### config.mk
export PLATFORM = sky130hd
export DESIGN_NAME = ptw_top
export DESIGN_NICKNAME = d
export VERILOG_FILES = /design/src/source/ptw_pkg.sv /design/src/source/ptw_top.sv /design/src/source/ptw_walk_ctrl.sv /design/src/source/wb_pte_fetch.sv /design/src/source/pte_checker.sv
export SDC_FILE = /design/constraint.sdc
export NUM_CORES = 1
export LEC_CHECK = 0
export BUFFER_PORTS_ARGS = -buffer_cell sky130_fd_sc_hd__buf_2
export CORE_AREA = 3 3 207 209
export CTS_BUF_LIST = sky130_fd_sc_hd__clkbuf_4 sky130_fd_sc_hd__clkbuf_8
export CTS_CLUSTER_DIAMETER = 80
export CTS_CLUSTER_SIZE = 14
export DETAILED_ROUTE_END_ITERATION = 7
export DIE_AREA = 0 0 210 212
export GPL_ROUTABILITY_DRIVEN = 0
export PLACE_DENSITY = 0.49
export SYNTH_ARGS = -nofsm -noshare
export SYNTH_HDL_FRONTEND = slang
export SYNTH_SLANG_ARGS = --single-unit
### constraint.sdc
create_clock -name clk_i -period 7.75 [get_ports clk_i]
set_input_delay 0.3875 -clock clk_i [delete_from_list [all_inputs] [get_ports clk_i]]
set_output_delay 0.3875 -clock clk_i [all_outputs]
set_load 0.05 [all_outputs]
### src/source/ptw_pkg.sv
// Shared widths, PTE layout, TLB and Wishbone types for the Sv39 walker.
// Sv39 only: 39-bit virtual and 56-bit physical addresses with 4K pages.
// The Wishbone types cover read-only classic cycles of one 64-bit beat.
`default_nettype none

package ptw_pkg;

    // --------------------
    // widths
    // --------------------
    localparam int unsigned VADDR_W = 39;
    localparam int unsigned PLEN    = 56;
    localparam int unsigned PPN_W   = 44;
    localparam int unsigned ASID_W  = 16;
    // one vpn slice per table level
    localparam int unsigned VPN_W   = 9;
    // a PTE and one bus beat share this width
    localparam int unsigned PTE_W   = 64;

    // --------------------
    // page table entry
    // --------------------
    typedef struct packed {
        logic [9:0]       reserved;
        logic [PPN_W-1:0] ppn;
        logic [1:0]       rsw;
        logic             d;
        logic             a;
        logic             g;
        logic             u;
        logic             x;
        logic             w;
        logic             r;
        logic             v;
    } pte_t;

    // miss request from one TLB
    typedef struct packed {
        logic               access;
        logic               hit;
        logic [VADDR_W-1:0] vaddr;
    } tlb_req_t;

    // refill toward a TLB, valid for a single cycle
    typedef struct packed {
        logic              valid;
        logic              is_2m;
        logic              is_1g;
        logic [26:0]       vpn;
        logic [ASID_W-1:0] asid;
        pte_t              content;
    } tlb_update_t;

    // --------------------
    // wishbone classic
    // --------------------
    // adr is a byte address on an 8-byte boundary
    typedef struct packed {
        logic            cyc;
        logic            stb;
        logic [PLEN-1:0] adr;
    } wb_req_t;

    typedef struct packed {
        logic             ack;
        logic [PTE_W-1:0] dat;
    } wb_rsp_t;

    // LVL1 is the 1G level, LVL3 the 4K level
    typedef enum logic [1:0] {
        LVL1,
        LVL2,
        LVL3
    } ptw_lvl_e;

    // outcome of checking one fetched PTE
    typedef enum logic [1:0] {
        PTE_LEAF,
        PTE_NEXT,
        PTE_FAULT
    } pte_verdict_e;

    typedef enum logic [1:0] {
        IDLE,
        WAIT_PTE,
        PROPAGATE_ERROR
    } walk_state_e;

endpackage

`default_nettype wire
### src/source/ptw_top.sv
// Sv39 page table walker with a Wishbone classic read port for PTEs.
// No PMP check, no flush and no hardware A/D update.
// Refills are single-cycle pulses without a handshake.
`default_nettype none

module ptw_top (
    input  logic                          clk_i,
    input  logic                          rst_ni,
    input  ptw_pkg::tlb_req_t             itlb_req_i,
    input  ptw_pkg::tlb_req_t             dtlb_req_i,
    input  logic [ptw_pkg::PPN_W-1:0]     satp_ppn_i,
    input  logic [ptw_pkg::ASID_W-1:0]    asid_i,
    input  logic                          enable_translation_i,
    input  logic                          en_ld_st_translation_i,
    input  logic                          mxr_i,
    input  logic                          lsu_is_store_i,
    output ptw_pkg::wb_req_t              wb_req_o,
    input  ptw_pkg::wb_rsp_t              wb_rsp_i,
    output ptw_pkg::tlb_update_t          itlb_update_o,
    output ptw_pkg::tlb_update_t          dtlb_update_o,
    output logic [ptw_pkg::VADDR_W-1:0]   update_vaddr_o,
    output logic                          ptw_active_o,
    output logic                          walking_instr_o,
    output logic                          ptw_error_o
);
    import ptw_pkg::*;

    logic          fetch_req;
    logic [PLEN-1:0] fetch_adr;
    logic          pte_valid;
    pte_t          pte;
    pte_verdict_e  verdict;
    ptw_lvl_e      lvl;
    logic          is_instr;

    // walk control and refill
    ptw_walk_ctrl u_walk_ctrl (
        .clk_i                  (clk_i),
        .rst_ni                 (rst_ni),
        .itlb_req_i             (itlb_req_i),
        .dtlb_req_i             (dtlb_req_i),
        .satp_ppn_i             (satp_ppn_i),
        .asid_i                 (asid_i),
        .enable_translation_i   (enable_translation_i),
        .en_ld_st_translation_i (en_ld_st_translation_i),
        .pte_valid_i            (pte_valid),
        .pte_i                  (pte),
        .verdict_i              (verdict),
        .fetch_req_o            (fetch_req),
        .fetch_adr_o            (fetch_adr),
        .lvl_o                  (lvl),
        .is_instr_o             (is_instr),
        .itlb_update_o          (itlb_update_o),
        .dtlb_update_o          (dtlb_update_o),
        .update_vaddr_o         (update_vaddr_o),
        .ptw_active_o           (ptw_active_o),
        .walking_instr_o        (walking_instr_o),
        .ptw_error_o            (ptw_error_o)
    );

    // pte read over wishbone
    wb_pte_fetch u_fetch (
        .clk_i       (clk_i),
        .rst_ni      (rst_ni),
        .fetch_req_i (fetch_req),
        .fetch_adr_i (fetch_adr),
        .wb_req_o    (wb_req_o),
        .wb_rsp_i    (wb_rsp_i),
        .pte_valid_o (pte_valid),
        .pte_o       (pte)
    );

    // classification of the held pte
    pte_checker u_checker (
        .pte_i          (pte),
        .lvl_i          (lvl),
        .is_instr_i     (is_instr),
        .mxr_i          (mxr_i),
        .lsu_is_store_i (lsu_is_store_i),
        .verdict_o      (verdict)
    );

endmodule

`default_nettype wire

### src/source/ptw_walk_ctrl.sv
// Sv39 walk FSM: miss arbitration, level tracking, next pointer and TLB refill.
// A DTLB miss wins over a simultaneous ITLB miss.
// Vaddr and ASID are sampled when the walk starts; the TLB may drop them after.
// One walk at a time and no flush; a started walk always runs to its end.
`default_nettype none

module ptw_walk_ctrl (
    input  logic                          clk_i,
    input  logic                          rst_ni,
    input  ptw_pkg::tlb_req_t             itlb_req_i,
    input  ptw_pkg::tlb_req_t             dtlb_req_i,
    input  logic [ptw_pkg::PPN_W-1:0]     satp_ppn_i,
    input  logic [ptw_pkg::ASID_W-1:0]    asid_i,
    input  logic                          enable_translation_i,
    input  logic                          en_ld_st_translation_i,
    input  logic                          pte_valid_i,
    input  ptw_pkg::pte_t                 pte_i,
    input  ptw_pkg::pte_verdict_e         verdict_i,
    output logic                          fetch_req_o,
    output logic [ptw_pkg::PLEN-1:0]      fetch_adr_o,
    output ptw_pkg::ptw_lvl_e             lvl_o,
    output logic                          is_instr_o,
    output ptw_pkg::tlb_update_t          itlb_update_o,
    output ptw_pkg::tlb_update_t          dtlb_update_o,
    output logic [ptw_pkg::VADDR_W-1:0]   update_vaddr_o,
    output logic                          ptw_active_o,
    output logic                          walking_instr_o,
    output logic                          ptw_error_o
);
    import ptw_pkg::*;

    walk_state_e        state_q, state_d;
    ptw_lvl_e           lvl_q, lvl_d;
    logic               is_instr_q, is_instr_d;
    // global bit seen on any pointer level
    logic               global_q, global_d;
    logic [VADDR_W-1:0] vaddr_q, vaddr_d;
    logic [ASID_W-1:0]  asid_q, asid_d;
    logic               dtlb_miss;
    logic               itlb_miss;
    logic [VADDR_W-1:0] start_vaddr;
    logic [VPN_W-1:0]   next_vpn;
    logic               leaf_hit;
    tlb_update_t        update;

    // --------------------
    // miss arbitration
    // --------------------
    assign dtlb_miss = dtlb_req_i.access & ~dtlb_req_i.hit & en_ld_st_translation_i;
    // itlb only when the dtlb is not accessing at all
    assign itlb_miss = itlb_req_i.access & ~itlb_req_i.hit & ~dtlb_req_i.access
                     & enable_translation_i;
    assign start_vaddr = dtlb_miss ? dtlb_req_i.vaddr : itlb_req_i.vaddr;

    // vpn[1] after the 1G level, vpn[0] after the 2M level
    assign next_vpn = (lvl_q == LVL1) ? vaddr_q[29:21] : vaddr_q[20:12];

    assign leaf_hit = (state_q == WAIT_PTE) & pte_valid_i & (verdict_i == PTE_LEAF);

    // status outputs
    assign ptw_active_o    = (state_q != IDLE);
    assign ptw_error_o     = (state_q == PROPAGATE_ERROR);
    assign walking_instr_o = is_instr_q;
    assign is_instr_o      = is_instr_q;
    assign lvl_o           = lvl_q;
    assign update_vaddr_o  = vaddr_q;

    // --------------------
    // tlb refill
    // --------------------
    always_comb begin
        update           = '0;
        update.is_1g     = (lvl_q == LVL1);
        update.is_2m     = (lvl_q == LVL2);
        update.vpn       = vaddr_q[VADDR_W-1:12];
        update.asid      = asid_q;
        update.content   = pte_i;
        // a global pointer makes the whole subtree global
        update.content.g = pte_i.g | global_q;
        itlb_update_o       = update;
        itlb_update_o.valid = leaf_hit & is_instr_q;
        dtlb_update_o       = update;
        dtlb_update_o.valid = leaf_hit & ~is_instr_q;
    end

    // --------------------
    // walk fsm
    // --------------------
    always_comb begin
        state_d     = state_q;
        lvl_d       = lvl_q;
        is_instr_d  = is_instr_q;
        global_d    = global_q;
        vaddr_d     = vaddr_q;
        asid_d      = asid_q;
        fetch_req_o = 1'b0;
        fetch_adr_o = '0;
        case (state_q)
            IDLE: begin
                lvl_d      = LVL1;
                global_d   = 1'b0;
                is_instr_d = itlb_miss;
                // root table entry from satp and vpn[2]
                fetch_adr_o = {satp_ppn_i, start_vaddr[VADDR_W-1:VADDR_W-VPN_W], 3'b000};
                if (dtlb_miss || itlb_miss) begin
                    vaddr_d     = start_vaddr;
                    asid_d      = asid_i;
                    fetch_req_o = 1'b1;
                    state_d     = WAIT_PTE;
                end
            end
            WAIT_PTE: begin
                fetch_adr_o = {pte_i.ppn, next_vpn, 3'b000};
                if (pte_valid_i) begin
                    case (verdict_i)
                        // refill goes out this cycle
                        PTE_LEAF: state_d = IDLE;
                        PTE_NEXT: begin
                            global_d    = global_q | pte_i.g;
                            lvl_d       = (lvl_q == LVL1) ? LVL2 : LVL3;
                            fetch_req_o = 1'b1;
                        end
                        default: state_d = PROPAGATE_ERROR;
                    endcase
                end
            end
            // one-cycle error pulse then back to idle
            PROPAGATE_ERROR: state_d = IDLE;
            default: state_d = IDLE;
        endcase
    end

    always_ff @(posedge clk_i or negedge rst_ni) begin
        if (!rst_ni) begin
            state_q    <= IDLE;
            lvl_q      <= LVL1;
            is_instr_q <= 1'b0;
            global_q   <= 1'b0;
        end else begin
            state_q    <= state_d;
            lvl_q      <= lvl_d;
            is_instr_q <= is_instr_d;
            global_q   <= global_d;
        end
    end

    // walk payload, only read while a walk is active
    always_ff @(posedge clk_i) begin
        vaddr_q <= vaddr_d;
        asid_q  <= asid_d;
    end

endmodule

`default_nettype wire

### src/source/wb_pte_fetch.sv
// Wishbone classic read master fetching one 64-bit PTE per start.
// A start is accepted only while no cycle is open; the controller guarantees it.
// Ack with cyc low is ignored. No error or retry handling.
`default_nettype none

module wb_pte_fetch (
    input  logic                      clk_i,
    input  logic                      rst_ni,
    input  logic                      fetch_req_i,
    input  logic [ptw_pkg::PLEN-1:0]  fetch_adr_i,
    output ptw_pkg::wb_req_t          wb_req_o,
    input  ptw_pkg::wb_rsp_t          wb_rsp_i,
    output logic                      pte_valid_o,
    output ptw_pkg::pte_t             pte_o
);
    import ptw_pkg::*;

    logic            cyc_q;
    logic            pte_valid_q;
    logic            beat_done;
    logic [PLEN-1:0] adr_q;
    pte_t            pte_q;

    // ack sampled inside an open cycle
    assign beat_done = cyc_q & wb_rsp_i.ack;

    // cyc and stb move together in classic single reads
    assign wb_req_o.cyc = cyc_q;
    assign wb_req_o.stb = cyc_q;
    assign wb_req_o.adr = adr_q;

    assign pte_valid_o = pte_valid_q;
    assign pte_o       = pte_q;

    // bus strobes and the result pulse
    always_ff @(posedge clk_i or negedge rst_ni) begin
        if (!rst_ni) begin
            cyc_q       <= 1'b0;
            pte_valid_q <= 1'b0;
        end else begin
            if (fetch_req_i) begin
                cyc_q <= 1'b1;
            end else if (beat_done) begin
                cyc_q <= 1'b0;
            end
            pte_valid_q <= beat_done;
        end
    end

    // address held for the whole cycle, data held until the next beat
    always_ff @(posedge clk_i) begin
        if (fetch_req_i) begin
            adr_q <= fetch_adr_i;
        end
        if (beat_done) begin
            pte_q <= pte_t'(wb_rsp_i.dat);
        end
    end

endmodule

`default_nettype wire

### src/source/pte_checker.sv
// Purely combinational PTE classifier for one Sv39 walk step.
// A and D bits are managed by software, so a clear bit is a page fault.
// The verdict is meaningful only while the fetched PTE is current.
`default_nettype none

module pte_checker (
    input  ptw_pkg::pte_t         pte_i,
    input  ptw_pkg::ptw_lvl_e     lvl_i,
    input  logic                  is_instr_i,
    input  logic                  mxr_i,
    input  logic                  lsu_is_store_i,
    output ptw_pkg::pte_verdict_e verdict_o
);
    import ptw_pkg::*;

    logic is_leaf;
    logic bad_encoding;
    logic misaligned;
    logic perm_fault;

    // r or x marks a leaf, neither marks a pointer
    assign is_leaf = pte_i.r | pte_i.x;

    // invalid entry or the reserved write-only encoding
    assign bad_encoding = ~pte_i.v | (pte_i.w & ~pte_i.r);

    // --------------------
    // superpage alignment
    // --------------------
    // low ppn bits of a superpage leaf must be zero
    always_comb begin
        misaligned = 1'b0;
        if (lvl_i == LVL1) begin
            misaligned = (pte_i.ppn[17:0] != '0);
        end else if (lvl_i == LVL2) begin
            misaligned = (pte_i.ppn[8:0] != '0);
        end
    end

    // --------------------
    // permissions
    // --------------------
    always_comb begin
        perm_fault = 1'b0;
        if (is_instr_i) begin
            // fetch needs an executable page that was accessed
            perm_fault = ~pte_i.x | ~pte_i.a;
        end else begin
            // loads need r, or x when mxr makes executable pages readable
            perm_fault = ~pte_i.a | ~(pte_i.r | (pte_i.x & mxr_i));
            // stores also need a writable page already marked dirty
            if (lsu_is_store_i && (!pte_i.w || !pte_i.d)) begin
                perm_fault = 1'b1;
            end
        end
    end

    // final verdict
    always_comb begin
        if (bad_encoding) begin
            verdict_o = PTE_FAULT;
        end else if (!is_leaf) begin
            // no level below LVL3 to point to
            verdict_o = (lvl_i == LVL3) ? PTE_FAULT : PTE_NEXT;
        end else if (misaligned || perm_fault) begin
            verdict_o = PTE_FAULT;
        end else begin
            verdict_o = PTE_LEAF;
        end
    end

endmodule

`default_nettype wire

==> flow_summary.toml <==
[final_layout]
area_grow_syn2layout_pct = 34.3
fin_nets = 1305
most_frequent_standard_cell_in_the_layout_excluding_fill_and_tap_cells = "sky130_fd_sc_hd__buf_2"
layout.area.seq_um2 = 5370
nFillCells = 4279
layout.cells.most_common_list = "529 x sky130_fd_sc_hd__buf_2, 172 x sky130_fd_sc_hd__edfxtp_1, 102 x sky130_fd_sc_hd__nand2_1"
multiInputGateArea_um2 = 1600
drive_above_1_share_pct = 52.6

[critical_path]
timing.critical_path.from_type = "flip-flop"
stage_delay_of_the_slowest_cell_on_the_critical_path_ns = 0.52
timing.critical_path.fanout_max = 4
crit_path_cell_trace = "nor3_1, nand3_1, a2111o_1, nor4b_2, buf_2"
worstRegToRegCells = 4
worst_path_max_delay_cell = "sky130_fd_sc_hd__a2111o_1"
timing.critical_path.arrival_ns = 2.62
timing.setup.critical_path_class = "flip-flop to primary output"
cp_data_required_time_ns = 7.36
critical_path_buf_inv_count = 1
endpoint_kind = "primary output"
critical_path_cell_count = 5
critical_path.top_delay_family = "simple AND/OR/NAND/NOR gates"

[routing]
drt_first_pass_iters = 4
initialDrtViolationCount = 230
route.vias.total = 6289
postRouteWirelength_um = 30200
drc_violations_left = 0
route.antenna.remaining_nets = 0
viasPerCell = 3.84
routed_wire_length_per_instance_um = 18.4

[global_route]
globalRouteOverflowTotal = 0
grt.total_usage_pct = 13.2
grt_antenna_before_repair = 1
grt_max_degree = 66
grt_first_pass_wirelength_um = 42100
first_global_vias = 6323

[die]
dieArea_um2 = 44500
die_height_um = 212
coreArea_um2 = 41000
placementRows = 74
die_w_um = 210
floorplan.initialDensity_pct = 20.9
boundaryPins = 533

[synth]
post_synth_instance_area_um2 = 8580
post_synth_xor_area_fraction_pct = 0
distinct_cell_type_count_after_synthesis = 39
yosysSeqAreaShare_pct = 62.5
synth_top_family_by_area = "buffers and inverters"
post_synth_main_area_contributors = "sky130_fd_sc_hd__edfxtp_1 60%, sky130_fd_sc_hd__buf_4 18%, sky130_fd_sc_hd__mux2i_1 5.1%, sky130_fd_sc_hd__nand2_1 4.5%, sky130_fd_sc_hd__nor2_1 2.6%"
post_synth.cell_area_avg_um2 = 12.5
yosysTopAreaCellShare_pct = 60.2
syn-instance-count = 685
ys_ff_latch = 180
synth_simple_gate_area_share_pct = 9.19
synth_top_area_cell = "sky130_fd_sc_hd__edfxtp_1"
synth_adder_area_share_pct = 0
yosys-mux-area-fraction_pct = 6.45
yosysWarnings = 0
synthesized_area_fraction_occupied_by_ao_oa_aoi_and_oai_cells_pct = 2.58

[placed_design]
place_worst_setup_slack_ns = 4.59
dp_hpwl_um = 22800
input_output_buffers = 529

[sta]
period_minus_slack_ns = 3.01
worst_slew_margin_rel_pct = 32.7
max_clock_freq_mhz = 333
post-route-period-util_pct = 38.8
totalNegativeSetupSlack_ns = 0
timing.final.ws_setup_ns = 4.74
hold_violations = 0
timing_worst_slew_pin_value_ns = 0.996
slew_viol_final = 0
setup_viol = 0
final.setup_skew_ns = 0.0128
rsz_0062_raised_after_global_routing = "false"

[cts]
insertion_delay_ns = 0.54
max-clock-path-buffers = 2
cts_inserted_buffers = 17
numClockSinks = 180
clockRootBuffer = "sky130_fd_sc_hd__clkbuf_8"
post_cts_hold_buffer_count = 81
tritoncts = "built"
htree_num_levels = 4
clk_pin_slew_ns = 0.11
cts.repair_timing.setup_buffer_count = 0
postCtsResizedCells = 0

[hold_path]
min_path_type = "primary input to flip-flop"
whs_path_depth = 3

[job]
maxcap_viol_count = 0

[power_and_ir_drop]
maximum_vdd_drop_mv = 0.147
cellLeakagePower_nw = 5.19
pwr_density_cell_nw_per_um2 = 348

[outcome]
outcome = "finished clean"
## worst reg2reg max path, cell delays in order (launching register included)
cell                       delay, ns
sky130_fd_sc_hd__dfrtp_4        0.83
sky130_fd_sc_hd__buf_4          0.56
sky130_fd_sc_hd__nor3_1         0.23
sky130_fd_sc_hd__a211oi_4       0.26
sky130_fd_sc_hd__buf_4          0.63
## registers in the layout, summed over array words and instances, names as in the netlist
register                    cells
u_fetch.cyc_q                   1
u_fetch.pte_o                  64
u_fetch.adr_q                  53
u_walk_ctrl.state_q             2
u_fetch.pte_valid_o             1
u_walk_ctrl.asid_q             16
u_walk_ctrl.is_instr_o          1
u_walk_ctrl.global_q            1
u_walk_ctrl.update_vaddr_o     39
u_walk_ctrl.lvl_o               2
## where the power goes
group | total (mW) | internal (mW) | switching, mW
registers | 1.54 | 1.38 | 0.156
logic | 1.83 | 0.392 | 1.44
clock network | 0.646 | 0.265 | 0.381
total | 4.01 | 2.04 | 1.97
## synth_stat cells, drive strengths merged
cell    number
a311oi      10
nor2b        2
a21o         1
nor4bb       1
inv          2
nor3b        1
nor4b        2
nand2      102
mux2        10
o22ai        1
a31oi        1
conb         1
a21bo        1
buf        212
nor3         5
nor2        59
or2          3
nor4         2
o211a        1
mux2i       44
nand2b       2
and2         1
nand3        2
and3b        2
edfxtp     172
a2111o       1
o21a         2
a21oi        3
clkbuf      19
a211oi       1
dfrtp        8
o21ai        9
nand3b       2
## layout make-up
cell class / count / area share [%]
antenna: 1 / 0.0217
clock buffer: 19 / 2.16
clock inverter: 13 / 1.07
inverter: 2 / 0.0651
multi-input combinational: 274 / 13.9
sequential: 180 / 46.6
tap: 532 / 5.78
timing repair buffer: 617 / 30.5
## metal layers
metal	vias to the layer above	part of all wire (%)	GRT usage, %
met3	32	6.4	4.07
li1	2959	-	-
met4	0	2.3	5.46
met1	3041	41	16.1
met2	257	50	21.9
met5	-	0	0
## metrics by stage
stage	power [mW]	instance area, um^2	util [%]	hold WS (ns)	std cells
floorplan	3.07	8590	-	0.0919	687
finish	4.01	11500	28.1	0.102	1638
global route	4.21	11500	28.1	0.0424	1637
detailed placement	3.39	10300	25.2	0.262	1524
global placement	3.38	10300	25.2	0.255	1524
CTS	4.10	11500	28.1	0.00369	1637
## kinds of logic after synthesis
group,Yosys count
buffers and inverters,233
DFF,180
other,1
muxes,54
and+or+nand+nor,186
AOI/OAI and AO/OA,31
## worst paths after layout
path	start	to	slack [ns]
worst min-delay path	dtlb_req_i[11]	u_walk_ctrl.update_vaddr_o[11]$_DFFE_PP_	0.10
worst min register to register	u_fetch.pte_valid_o$_DFF_PN0_	u_walk_ctrl.state_q[0]$_DFFE_PN0P_	0.51
worst max register to register	u_walk_ctrl.state_q[0]$_DFFE_PN0P_	u_fetch.adr_q[37]$_DFFE_PP_	4.81
min in group asynchronous	rst_ni	u_walk_ctrl.lvl_o[1]$_DFFE_PN0P_	0.25
worst max-delay path	u_fetch.pte_o[19]$_DFFE_PP_	dtlb_update_o[109]	4.74
max in group asynchronous	rst_ni	u_walk_ctrl.state_q[0]$_DFFE_PN0P_	7.29
Power figures use the tool's default switching activity.
